**src/rtl/tetris_geom_pkg.sv**
```systemverilog
`default_nettype none

package tetris_geom_pkg;

	localparam int WELL_ROWS = 20;
	localparam int WELL_COLS = 10;
	localparam int GRID_SIZE = 4;

	// Piece position, signed so a rotated piece may hang left of column 0
	typedef logic signed [5:0] row_t;
	typedef logic signed [4:0] col_t;

	// Well cell addresses on the query port
	typedef logic [4:0] cell_row_t;
	typedef logic [3:0] cell_col_t;

	localparam row_t SPAWN_ROW = 6'sd0;
	localparam col_t SPAWN_COL = 5'sd3;

	localparam logic [7:0] LFSR_SEED = 8'h01;

	// Bit index of grid cell (r, c) inside a shape word
	function automatic logic [3:0] grid_bit(int r, int c);
		return 4'(GRID_SIZE * GRID_SIZE - 1 - GRID_SIZE * r - c);
	endfunction

endpackage : tetris_geom_pkg

`default_nettype wire

```
**src/rtl/tetris_types_pkg.sv**
```systemverilog
`default_nettype none

package tetris_types_pkg;

	// Tile colors, one per tetromino kind
	typedef enum logic [2:0] {
		TILE_EMPTY  = 3'd0,
		TILE_BLUE   = 3'd1, // J
		TILE_GREEN  = 3'd2, // S
		TILE_CYAN   = 3'd3, // I
		TILE_RED    = 3'd4, // Z
		TILE_PURPLE = 3'd5, // T
		TILE_YELLOW = 3'd6, // O
		TILE_WHITE  = 3'd7  // L
	} tile_t;

	typedef struct packed {
		logic down;
		logic left;
		logic right;
		logic cw;
		logic ccw;
	} buttons_t;

	typedef enum logic {
		IDLE    = 1'b0,
		FALLING = 1'b1
	} play_state_t;

	typedef enum logic [1:0] {
		SPIN_NONE = 2'b00,
		SPIN_CW   = 2'b01,
		SPIN_CCW  = 2'b10
	} spin_t;

	// Bits 15..12 hold grid row 0, MSB of a row is grid column 0
	typedef logic [15:0] shape_t;

endpackage : tetris_types_pkg

`default_nettype wire

```
**src/rtl/bound_check.sv**
```systemverilog
`timescale 1ns/1ps
`default_nettype none

module bound_check (
	input tetris_types_pkg::shape_t shape,
	input tetris_geom_pkg::row_t row,
	input tetris_geom_pkg::col_t col,
	output logic collide
);

	// Only walls and floor count, there is no locked stack
	always_comb begin
		int well_row;
		int well_col;
		collide = 1'b0;
		for (int r = 0; r < tetris_geom_pkg::GRID_SIZE; r++) begin
			for (int c = 0; c < tetris_geom_pkg::GRID_SIZE; c++) begin
				well_row = int'(row) + r;
				well_col = int'(col) + c;
				if (shape[tetris_geom_pkg::grid_bit(r, c)]) begin
					if (well_row >= tetris_geom_pkg::WELL_ROWS)
						collide = 1'b1;
					if (well_col < 0 || well_col >= tetris_geom_pkg::WELL_COLS)
						collide = 1'b1;
				end
			end
		end
	end

endmodule : bound_check

`default_nettype wire

```
**src/rtl/cell_lookup.sv**
```systemverilog
`timescale 1ns/1ps
`default_nettype none

module cell_lookup (
	input tetris_types_pkg::shape_t shape,
	input tetris_types_pkg::tile_t color,
	input tetris_geom_pkg::row_t piece_row,
	input tetris_geom_pkg::col_t piece_col,
	input logic playing,
	input tetris_geom_pkg::cell_row_t query_row,
	input tetris_geom_pkg::cell_col_t query_col,
	output tetris_types_pkg::tile_t query_tile
);

	always_comb begin
		int grid_row;
		int grid_col;
		query_tile = tetris_types_pkg::TILE_EMPTY;
		// Offset of the queried cell inside the piece grid
		grid_row = int'(query_row) - int'(piece_row);
		grid_col = int'(query_col) - int'(piece_col);
		if (playing && grid_row >= 0 && grid_row < tetris_geom_pkg::GRID_SIZE &&
			grid_col >= 0 && grid_col < tetris_geom_pkg::GRID_SIZE) begin
			if (shape[tetris_geom_pkg::grid_bit(grid_row, grid_col)])
				query_tile = color;
		end
	end

endmodule : cell_lookup

`default_nettype wire

```
**src/rtl/cmd_fifo.sv**
```systemverilog
`timescale 1ns/1ps
`default_nettype none

module cmd_fifo #(
	parameter type payload_t = logic,
	parameter int CMD_DEPTH = 2
) (
	input logic clk,
	input logic reset_n,
	input logic in_valid,
	input payload_t in_data,
	output logic head_valid,
	output payload_t head_data,
	input logic pop,
	output logic credit
);
	localparam int PTR_W = (CMD_DEPTH > 1) ? $clog2(CMD_DEPTH) : 1;
	localparam int CNT_W = $clog2(CMD_DEPTH + 1);

	payload_t mem [CMD_DEPTH];
	logic [PTR_W-1:0] wr_ptr;
	logic [PTR_W-1:0] rd_ptr;
	logic [CNT_W-1:0] count;

	function automatic logic [PTR_W-1:0] bump(logic [PTR_W-1:0] p);
		return (p == PTR_W'(CMD_DEPTH - 1)) ? '0 : p + 1'b1;
	endfunction

	assign head_valid = (count != '0);
	assign head_data = mem[rd_ptr];

	// The sender holds a credit per free slot, so a write never meets a full queue
	always_ff @(posedge clk) begin
		if (in_valid)
			mem[wr_ptr] <= in_data;
	end

	always_ff @(posedge clk) begin
		if (!reset_n) begin
			wr_ptr <= '0;
			rd_ptr <= '0;
			count <= '0;
			credit <= 1'b0;
		end else begin
			if (in_valid)
				wr_ptr <= bump(wr_ptr);
			if (pop)
				rd_ptr <= bump(rd_ptr);
			count <= count + CNT_W'(in_valid) - CNT_W'(pop);
			// One credit back per retired command
			credit <= pop;
		end
	end

endmodule : cmd_fifo

`default_nettype wire

```
**src/rtl/move_ctrl.sv**
```systemverilog
`timescale 1ns/1ps
`default_nettype none

module move_ctrl (
	input logic clk,
	input logic reset_n,
	input logic head_valid,
	input tetris_types_pkg::buttons_t head_buttons,
	output logic pop,
	output tetris_types_pkg::spin_t spin,
	output logic commit,
	output logic spawn,
	input tetris_types_pkg::shape_t cand_shape,
	output tetris_geom_pkg::row_t piece_row,
	output tetris_geom_pkg::col_t piece_col,
	output logic playing
);
	tetris_types_pkg::play_state_t state;
	tetris_geom_pkg::row_t cand_row;
	tetris_geom_pkg::col_t cand_col;
	logic move_req;
	logic collide;

	// Every queued command is consumed in the cycle it reaches the head
	assign pop = head_valid;
	assign playing = (state == tetris_types_pkg::FALLING);

	// First pressed button wins: down, left, right, cw, ccw
	always_comb begin
		cand_row = piece_row;
		cand_col = piece_col;
		spin = tetris_types_pkg::SPIN_NONE;
		move_req = 1'b0;
		if (playing) begin
			move_req = 1'b1;
			if (head_buttons.down)
				cand_row = piece_row + 6'sd1;
			else if (head_buttons.left)
				cand_col = piece_col - 5'sd1;
			else if (head_buttons.right)
				cand_col = piece_col + 5'sd1;
			else if (head_buttons.cw)
				spin = tetris_types_pkg::SPIN_CW;
			else if (head_buttons.ccw)
				spin = tetris_types_pkg::SPIN_CCW;
			else
				move_req = 1'b0;
		end
	end

	bound_check bound_i (
		.shape(cand_shape),
		.row(cand_row),
		.col(cand_col),
		.collide(collide)
	);

	// A blocked side move or spin is simply dropped, a blocked fall locks
	always_comb begin
		commit = 1'b0;
		spawn = 1'b0;
		if (head_valid) begin
			if (!playing)
				spawn = |head_buttons;
			else if (move_req) begin
				if (!collide)
					commit = 1'b1;
				else if (head_buttons.down)
					spawn = 1'b1;
			end
		end
	end

	always_ff @(posedge clk) begin
		if (!reset_n) begin
			state <= tetris_types_pkg::IDLE;
			piece_row <= tetris_geom_pkg::SPAWN_ROW;
			piece_col <= tetris_geom_pkg::SPAWN_COL;
		end else if (spawn) begin
			state <= tetris_types_pkg::FALLING;
			piece_row <= tetris_geom_pkg::SPAWN_ROW;
			piece_col <= tetris_geom_pkg::SPAWN_COL;
		end else if (commit) begin
			piece_row <= cand_row;
			piece_col <= cand_col;
		end
	end

endmodule : move_ctrl

`default_nettype wire

```
**src/rtl/piece_rng.sv**
```systemverilog
`timescale 1ns/1ps
`default_nettype none

module piece_rng (
	input logic clk,
	input logic reset_n,
	input logic spawn,
	output tetris_types_pkg::tile_t next_tile
);
	logic [7:0] lfsr;
	logic feedback;

	assign feedback = lfsr[3] ^ lfsr[4] ^ lfsr[5] ^ lfsr[7];

	// Zero is not a piece, fold it onto J
	assign next_tile = tetris_types_pkg::tile_t'((lfsr[2:0] == 3'd0) ? 3'd1 : lfsr[2:0]);

	always_ff @(posedge clk) begin
		if (!reset_n)
			lfsr <= tetris_geom_pkg::LFSR_SEED;
		else if (spawn)
			lfsr <= {lfsr[6:0], feedback};
	end

endmodule : piece_rng

`default_nettype wire

```
**src/rtl/piece_shape.sv**
```systemverilog
`timescale 1ns/1ps
`default_nettype none

module piece_shape (
	input logic clk,
	input logic reset_n,
	input logic spawn,
	input tetris_types_pkg::tile_t next_tile,
	input tetris_types_pkg::spin_t spin,
	input logic commit,
	output tetris_types_pkg::shape_t cand_shape,
	output tetris_types_pkg::shape_t shape,
	output tetris_types_pkg::tile_t color
);
	tetris_types_pkg::shape_t load_shape;

	// Spawn patterns, one row per nibble
	always_comb begin
		case (next_tile)
			tetris_types_pkg::TILE_BLUE:   load_shape = 16'b0000_1000_1110_0000;
			tetris_types_pkg::TILE_GREEN:  load_shape = 16'b0000_0110_1100_0000;
			tetris_types_pkg::TILE_CYAN:   load_shape = 16'b0000_0000_1111_0000;
			tetris_types_pkg::TILE_RED:    load_shape = 16'b0000_1100_0110_0000;
			tetris_types_pkg::TILE_PURPLE: load_shape = 16'b0000_0100_1110_0000;
			tetris_types_pkg::TILE_YELLOW: load_shape = 16'b0000_0110_0110_0000;
			tetris_types_pkg::TILE_WHITE:  load_shape = 16'b0000_0010_1110_0000;
			default:                       load_shape = 16'b0;
		endcase
	end

	// Rotation network
	always_comb begin
		cand_shape = shape;
		if (spin != tetris_types_pkg::SPIN_NONE) begin
			if (color == tetris_types_pkg::TILE_CYAN) begin
				// I flips across the main diagonal of the whole grid
				for (int r = 0; r < tetris_geom_pkg::GRID_SIZE; r++) begin
					for (int c = 0; c < tetris_geom_pkg::GRID_SIZE; c++) begin
						cand_shape[tetris_geom_pkg::grid_bit(r, c)] =
							shape[tetris_geom_pkg::grid_bit(c, r)];
					end
				end
			end else if (color != tetris_types_pkg::TILE_YELLOW) begin
				// 3x3 box sits on grid rows 1..3, columns 0..2
				for (int r = 0; r < 3; r++) begin
					for (int c = 0; c < 3; c++) begin
						if (spin == tetris_types_pkg::SPIN_CW)
							cand_shape[tetris_geom_pkg::grid_bit(r + 1, c)] =
								shape[tetris_geom_pkg::grid_bit(3 - c, r)];
						else
							cand_shape[tetris_geom_pkg::grid_bit(r + 1, c)] =
								shape[tetris_geom_pkg::grid_bit(c + 1, 2 - r)];
					end
				end
			end
		end
	end

	always_ff @(posedge clk) begin
		if (!reset_n) begin
			shape <= '0;
			color <= tetris_types_pkg::TILE_EMPTY;
		end else if (spawn) begin
			shape <= load_shape;
			color <= next_tile;
		end else if (commit) begin
			shape <= cand_shape;
		end
	end

endmodule : piece_shape

`default_nettype wire

```
**src/rtl/tetris_piece_top.sv**
```systemverilog
`timescale 1ns/1ps
`default_nettype none

module tetris_piece_top #(
	parameter int CMD_DEPTH = 2
) (
	input logic clk,
	input logic reset_n,
	input logic cmd_valid,
	input tetris_types_pkg::buttons_t cmd_buttons,
	output logic cmd_credit,
	input tetris_geom_pkg::cell_row_t query_row,
	input tetris_geom_pkg::cell_col_t query_col,
	output tetris_types_pkg::tile_t query_tile,
	output logic playing,
	output tetris_geom_pkg::row_t piece_row,
	output tetris_geom_pkg::col_t piece_col,
	output tetris_types_pkg::tile_t piece_tile
);
	logic head_valid;
	tetris_types_pkg::buttons_t head_buttons;
	logic pop;
	logic spawn;
	logic commit;
	tetris_types_pkg::spin_t spin;
	tetris_types_pkg::tile_t next_tile;
	tetris_types_pkg::shape_t cand_shape;
	tetris_types_pkg::shape_t shape;

	cmd_fifo #(
		.payload_t(tetris_types_pkg::buttons_t),
		.CMD_DEPTH(CMD_DEPTH)
	) fifo_i (
		.clk(clk),
		.reset_n(reset_n),
		.in_valid(cmd_valid),
		.in_data(cmd_buttons),
		.head_valid(head_valid),
		.head_data(head_buttons),
		.pop(pop),
		.credit(cmd_credit)
	);

	piece_rng rng_i (
		.clk(clk),
		.reset_n(reset_n),
		.spawn(spawn),
		.next_tile(next_tile)
	);

	piece_shape shape_i (
		.clk(clk),
		.reset_n(reset_n),
		.spawn(spawn),
		.next_tile(next_tile),
		.spin(spin),
		.commit(commit),
		.cand_shape(cand_shape),
		.shape(shape),
		.color(piece_tile)
	);

	move_ctrl ctrl_i (
		.clk(clk),
		.reset_n(reset_n),
		.head_valid(head_valid),
		.head_buttons(head_buttons),
		.pop(pop),
		.spin(spin),
		.commit(commit),
		.spawn(spawn),
		.cand_shape(cand_shape),
		.piece_row(piece_row),
		.piece_col(piece_col),
		.playing(playing)
	);

	cell_lookup lookup_i (
		.shape(shape),
		.color(piece_tile),
		.piece_row(piece_row),
		.piece_col(piece_col),
		.playing(playing),
		.query_row(query_row),
		.query_col(query_col),
		.query_tile(query_tile)
	);

endmodule : tetris_piece_top

`default_nettype wire

```
**config.mk**
```make
export PLATFORM = sky130hd
export DESIGN_NAME = tetris_piece_top
export DESIGN_NICKNAME = d
export VERILOG_FILES = /design/src/rtl/tetris_geom_pkg.sv /design/src/rtl/tetris_types_pkg.sv /design/src/rtl/bound_check.sv /design/src/rtl/cell_lookup.sv /design/src/rtl/cmd_fifo.sv /design/src/rtl/move_ctrl.sv /design/src/rtl/piece_rng.sv /design/src/rtl/piece_shape.sv /design/src/rtl/tetris_piece_top.sv
export SDC_FILE = /design/constraint.sdc
export NUM_CORES = 1
export LEC_CHECK = 0
export BUFFER_PORTS_ARGS = -buffer_cell sky130_fd_sc_hd__buf_2
export CORE_UTILIZATION = 41
export DETAILED_ROUTE_END_ITERATION = 8
export GPL_ROUTABILITY_DRIVEN = 0
export PLACE_DENSITY_LB_ADDON = 0.08
export SLEW_MARGIN = 10
export SYNTH_ARGS = -nofsm -noshare
export SYNTH_HDL_FRONTEND = slang
export SYNTH_HIERARCHICAL = 1
export SYNTH_SLANG_ARGS = --single-unit
export TNS_END_PERCENT = 30
```
**constraint.sdc**
```tcl
create_clock -name clk -period 5.4 [get_ports clk]
set_clock_uncertainty 0.1 [all_clocks]
set_input_delay 0.27 -clock clk [delete_from_list [all_inputs] [get_ports clk]]
set_output_delay 0.27 -clock clk [all_outputs]
set_load 0.005 [all_outputs]
```
==> flow_summary.json, run 1 <==
{
  "fmax_ghz": 0.197,
  "placed_area_um2": 4650,
  "die_w_um": 105,
  "clkPwrFrac": 0.155,
  "dp_hpwl_mm": 8.41,
  "avgSynthCellArea_um2": 8.75,
  "num_rows": 37,
  "wl_mm": 11.2,
  "ios": 36,
  "drt-initial-drc-count": 284,
  "clk_pin_slew_ps": 120,
  "first_pass_iters": 4,
  "combPwrFrac": 0.492,
  "final_util": 0.462,
  "clk_latency_ps": 320,
  "netlist_area_um2": 4320,
  "hold_class": "input pin to register",
  "cp_max_fo": 9,
  "ys_top_cells_by_area": "dfxtp_1 20%, ha_1 7.8%, edfxtp_1 6.9%",
  "synth.largest_area_cell": "dfxtp_1",
  "syn_inst": 494,
  "r2r_setup_slack_ps": 330,
  "detail-route-antenna-nets": 0,
  "synth_top_area_frac": 0.199,
  "min_period_over_period": 0.939,
  "synth-seq-cells": 53,
  "synth_compound_area_frac": 0.202,
  "num_vias": 3733,
  "wl_per_cell_um": 16.8,
  "cts_buffer_depth": 2,
  "vdd_drop_max_v": 0.000203,
  "muxShareOfSynthArea": 0.0944,
  "cts_tree": "done",
  "antenna_found_initial": 0,
  "stdcell_area_um2": 4750,
  "required_ps": 5520,
  "final_max_slew_viol_count": 0,
  "htree_num_levels": 2,
  "swShare": 0.439,
  "synth_edf_count": 10,
  "drc": 0,
  "startpoint_type": "register",
  "fin_crit_ps": 5070,
  "path_class": "register to register",
  "die_h_um": 105,
  "yosysSeqAreaShare": 0.269,
  "die_area_um2": 11000,
  "grt_remaining_overflow": 0,
  "cts_made_buffers": 5,
  "final_nets": 574,
  "synth_top_family_by_area": "simple AND/OR/NAND/NOR gates",
  "power_frac_seq": 0.353,
  "cts-root-buf": "clkbuf_8",
  "grt_max_degree": 30,
  "ys_async_sr_fraction": 0,
  "critPathCaptureType": "register",
  "syn_to_final_growth_pct": 9.96,
  "synth-simple-area-share": 0.213,
  "cap_viol_max_count": 0,
  "tns_ps": 0,
  "via_per_inst": 5.61,
  "clkSinkCount": 53,
  "initial_utilization": 0.421,
  "p_per_area_nw_per_um2": 346,
  "whs_ps": 33.4,
  "hold_violations": 0,
  "grt_pass1_wl_mm": 18.4,
  "grt_util_all_layers": 0.209,
  "power.net_switching_mw": 0.722,
  "synth_xor_area_frac": 0.0677,
  "layout-drive-gt1-share": 0.193,
  "synthFlopType": "dfxtp_1",
  "p_int_mw": 0.922,
  "core_area_um2": 10300,
  "worstMarginPinSlew_ps": 737,
  "max-slew-margin-rel": 0.505,
  "outcome": "finished, final reports clean",
  "leakagePower_nw": 1.89,
  "rsz0062_at_grt": "false",
  "portBuffers": 35,
  "hold_buffers": 0,
  "num_antenna_cells": 0,
  "crit_arrival_ps": 5190,
  "first_global_vias": 3569,
  "synth_cell_types": 86,
  "setup_viol": 0,
  "yosys.area_share.adder": 0.0874,
  "yosysWarnings": 6
}
synthesized netlist by cell type (15+ instances only):
cell type	count
inv_1	37
dfxtp_1	43
mux2i_1	25
nand2_1	23
xnor2_1	20
nor2_1	33
nand3_1	15
ha_1	27
o21ai_0	15
nor2b_1	22
a21oi_1	16
cells by family (layout without fill, tap and decap cells):
kind of cell               after synthesis  in the layout
AOI/OAI and AO/OA                      115            115
xor gates and xnor gates                31             31
adders and majority gates               29             29
buffers and inverters                   64             96
DFF                                     53             53
muxes                                   38             38
other                                    1              4
and+or+nand+nor                        163            163
critical path, stage by stage (launching register included):
cell and delay [ps]:
dfxtp_2 400, mux2_2 440, nand2b_2 300, a211oi_1 300
xor2_1 270, inv_1 170, ha_1 300, nand2b_1 100
o21ai_0 100, a221o_1 440, a21boi_1 160, o22ai_1 90
and3_1 170, nand3_1 130, nand2_1 80, a221o_1 330
inv_1 210, or3b_2 480, o21ai_0 200, nor2_1 100
o31a_1 100
flip-flops by register name (all words and copies together) (netlist names), named ones only:
register and cells:
shape_i/shape 14, fifo_i/mem 10, rng_i/lfsr 8, ctrl_i/piece_row 6, ctrl_i/piece_col 5, shape_i/color 3
fifo_i/count 2, ctrl_i/playing 1, fifo_i/credit 1, fifo_i/rd_ptr 1, fifo_i/wr_ptr 1
power by group through the flow:
stage	combinational (mW)	clock, mW	sequential [mW]
finish	0.809	0.254	0.580
global route	0.895	0.281	0.592
CTS	0.801	0.265	0.577
detailed placement	0.796	0	0.586
global placement	0.795	0	0.585
floorplan	0.621	0	0.543
layout make-up:
cell class	count	area, um^2
Clock buffer	5	68.8
Clock inverter	3	33.8
Fill cell	1035	5530
Inverter	38	143
Multi-Input combinational cell	380	2890
Sequential cell	53	1160
Tap cell	136	170
Timing Repair Buffer	50	288
placed cells by master (no fill, tap or decap), types with 4 or more instances in the layout:
| cell | instances |
|---|---|
| a21oi_1 | 16 |
| clkbuf_8 | 5 |
| conb_1 | 4 |
| a221o_1 | 6 |
| nand2_1 | 23 |
| buf_2 | 35 |
| mux2i_1 | 25 |
| nor3_1 | 11 |
| edfxtp_1 | 10 |
| buf_4 | 15 |
| dfxtp_1 | 42 |
| nor4_1 | 4 |
| and3_1 | 7 |
| nor2b_1 | 22 |
| xnor2_1 | 20 |
| o21a_1 | 6 |
| and2_1 | 5 |
| ha_1 | 27 |
| inv_1 | 37 |
| nand3_1 | 15 |
| mux2_2 | 12 |
| xor2_1 | 9 |
| nor2_1 | 33 |
| nand2b_1 | 11 |
| o22ai_1 | 5 |
| a211oi_1 | 8 |
| o21ai_0 | 15 |
routing by layer:
metal | GRT usage | vias up | wire [um]
met5 | 0 | - | 0
met4 | 0.0654 | 0 | 155
met3 | 0.0312 | 12 | 477
met2 | 0.334 | 88 | 5070
met1 | 0.290 | 1781 | 5470
li1 | - | 1852 | -
timing repair:
item                                    CTS  global route
resized for setup                         0             3
endpoints found under the setup margin    0             3
setup buffers                             0             0
path summary, 6_finish.rpt:
check,startpoint,to,cells after the start
min reg2reg,rng_i/lfsr[6]$_SDFFE_PN0P_,rng_i/lfsr[7]$_SDFFE_PN0P_,2
min,cmd_buttons[1],fifo_i/mem[0][1]$_DFFE_PP_,1
max,register,shape_i/shape[6]$_SDFFE_PN0N_,20
max reg2reg,register,shape_i/shape[6]$_SDFFE_PN0N_,20
per-stage QoR:
stage               cells  total power, mW  setup slack [ps]
floorplan             497             1.16               506
CTS                   665             1.64               248
global placement      657             1.38               305
finish                665             1.64               329
global route          665             1.77              28.0
detailed placement    657             1.38               283
No activity file was read; power rests on OpenSTA's default activity.
==> inputs of run 2 (changes only) <==
--- a/config.mk
+++ b/config.mk
@@ -6,7 +6,7 @@
 export NUM_CORES = 1
 export LEC_CHECK = 0
 export BUFFER_PORTS_ARGS = -buffer_cell sky130_fd_sc_hd__buf_2
-export CORE_UTILIZATION = 41
+export CORE_UTILIZATION = 45
 export DETAILED_ROUTE_END_ITERATION = 8
 export GPL_ROUTABILITY_DRIVEN = 0
 export PLACE_DENSITY_LB_ADDON = 0.08
==> run 2 against run 1 <==
Combinational power fell by 0.5%. Register-to-register slack gained 90 ps. Die area decreased by 8.7%. First-iteration DRC count is 41% lower. Hold slack gained 5.8 ps. Cell area down 0.26%. Critical endpoint unchanged.
==> flow_summary.json, run 2 (synthesized netlist as in run 1, its figures left out) <==
{
  "first_pass_iters": 4,
  "placed_area_um2": 4620,
  "cts_made_buffers": 5,
  "rsz0062_at_grt": "false",
  "clk_pin_slew_ps": 110,
  "leakagePower_nw": 1.88,
  "power_frac_seq": 0.349,
  "initial_utilization": 0.465,
  "grt_pass1_wl_mm": 17.0,
  "ios": 36,
  "fillers": 937,
  "detail-route-antenna-nets": 0,
  "tns_ps": 0,
  "clkPwrFrac": 0.155,
  "core_area_um2": 9280,
  "dp_slack_ps": 287,
  "worstMarginPinSlew_ps": 860,
  "hold_violations": 0,
  "min_period_over_period": 0.923,
  "fin_crit_ps": 4980,
  "final_nets": 572,
  "cts_buffer_depth": 2,
  "final_max_slew_viol_count": 0,
  "top_register": "shape_i/shape",
  "startpoint_type": "register",
  "die_area_um2": 10000,
  "drc": 0,
  "vdd_drop_max_v": 0.000220,
  "htree_num_levels": 2,
  "path_class": "register to register",
  "swShare": 0.434,
  "largest_register_ffs": 14,
  "antenna_found_initial": 0,
  "cp_max_fo": 9,
  "num_rows": 35,
  "cts-root-buf": "clkbuf_8",
  "outcome": "finished, final reports clean",
  "grt_remaining_overflow": 0,
  "num_vias": 3668,
  "grt_util_all_layers": 0.215,
  "wl_mm": 10.4,
  "required_ps": 5520,
  "clkSinkCount": 53,
  "die_w_um": 100,
  "setup_slack_ps": 417,
  "syn_to_final_growth_pct": 9.67,
  "critPathCaptureType": "register",
  "cts_tree": "done",
  "layout_commonest_cell": "dfxtp_1",
  "combPwrFrac": 0.496,
  "num_antenna_cells": 0,
  "p_per_area_nw_per_um2": 342,
  "crit_arrival_ps": 5100,
  "grt_max_degree": 30,
  "layout_common_cells": "43 x dfxtp_1, 37 x inv_1, 35 x buf_2",
  "power.net_switching_mw": 0.704,
  "fin_cells": 656,
  "total_power_mw": 1.62,
  "via_per_inst": 5.59,
  "layout-drive-gt1-share": 0.194,
  "clk_latency_ps": 310,
  "post-cts-setup-buffers": 0,
  "drt-initial-drc-count": 167,
  "max-slew-margin-rel": 0.425,
  "dp_hpwl_mm": 8.12,
  "dp_cells": 648,
  "wl_per_cell_um": 15.9,
  "p_int_mw": 0.919,
  "final_util": 0.511,
  "die_h_um": 100,
  "first_global_vias": 3330,
  "setup_viol": 0,
  "portBuffers": 35,
  "stdcell_area_um2": 4740,
  "largestRegisters": "shape_i/shape (14), fifo_i/mem (10), rng_i/lfsr (8)",
  "hold_class": "input pin to register",
  "cap_viol_max_count": 0,
  "whs_ps": 39.3,
  "multi_input_area_um2": 2900,
  "ff_latch_area_um2": 1160,
  "fmax_ghz": 0.201
}
## run 2: changes by cell type in the layout (fill, tap and decap cells not counted), sizes merged
cell  before  now
buf       50   48
## run 2: timing repair
item | 4_1_cts | 5_1_grt
resized for setup | 0 | 5
setup endpoints to repair | 0 | 4
hold buffers | 0 | 0
## run 2: power by group through the flow
stage               logic, mW  registers, mW  clock network [mW]
floorplan               0.621          0.543                   0
detailed placement      0.794          0.575                   0
global placement        0.786          0.575                   0
finish                  0.805          0.567               0.251
global route            0.890          0.579               0.272
CTS                     0.799          0.565               0.259
## run 2: final cells by class
class                           count  share of cell area
Multi-Input combinational cell    380               0.612
Sequential cell                    53               0.245
Timing Repair Buffer               48              0.0576
Tap cell                          129              0.0341
Inverter                           38              0.0301
Clock buffer                        5              0.0145
Clock inverter                      3             0.00713
## run 2: critical path, cell delays in order (launching register included)
cell      delay (ps)
dfxtp_1          430
mux2_2           430
nand2b_2         300
nor2_2           190
mux2i_1          240
inv_1            150
ha_1             330
nor2b_1          160
nor3b_1          140
a221o_2          360
o21ai_0          200
a22oi_1          110
and4_1           180
nand3_1          150
nand2_1          100
a221o_1          330
inv_1             90
or3b_2           460
o21ai_0          240
nor2_1           100
o31a_1           110
## run 2: final timing paths
kind	slack (ps)	to	cells after the start	from
setup / recovery	420	shape_i/shape[6]$_SDFFE_PN0N_	20	register
hold / removal	40	fifo_i/mem[1][2]$_DFFE_PP_	1	cmd_buttons[2]
setup reg to reg	420	shape_i/shape[6]$_SDFFE_PN0N_	20	register
hold reg to reg	440	rng_i/lfsr[6]$_SDFFE_PN0P_	2	rng_i/lfsr[6]$_SDFFE_PN0P_
## run 2: layer usage
layer  GRT usage  routed length, um
met5           0                  0
met4      0.0691                220
met3      0.0279                344
met2       0.345               4840
met1       0.301               5040
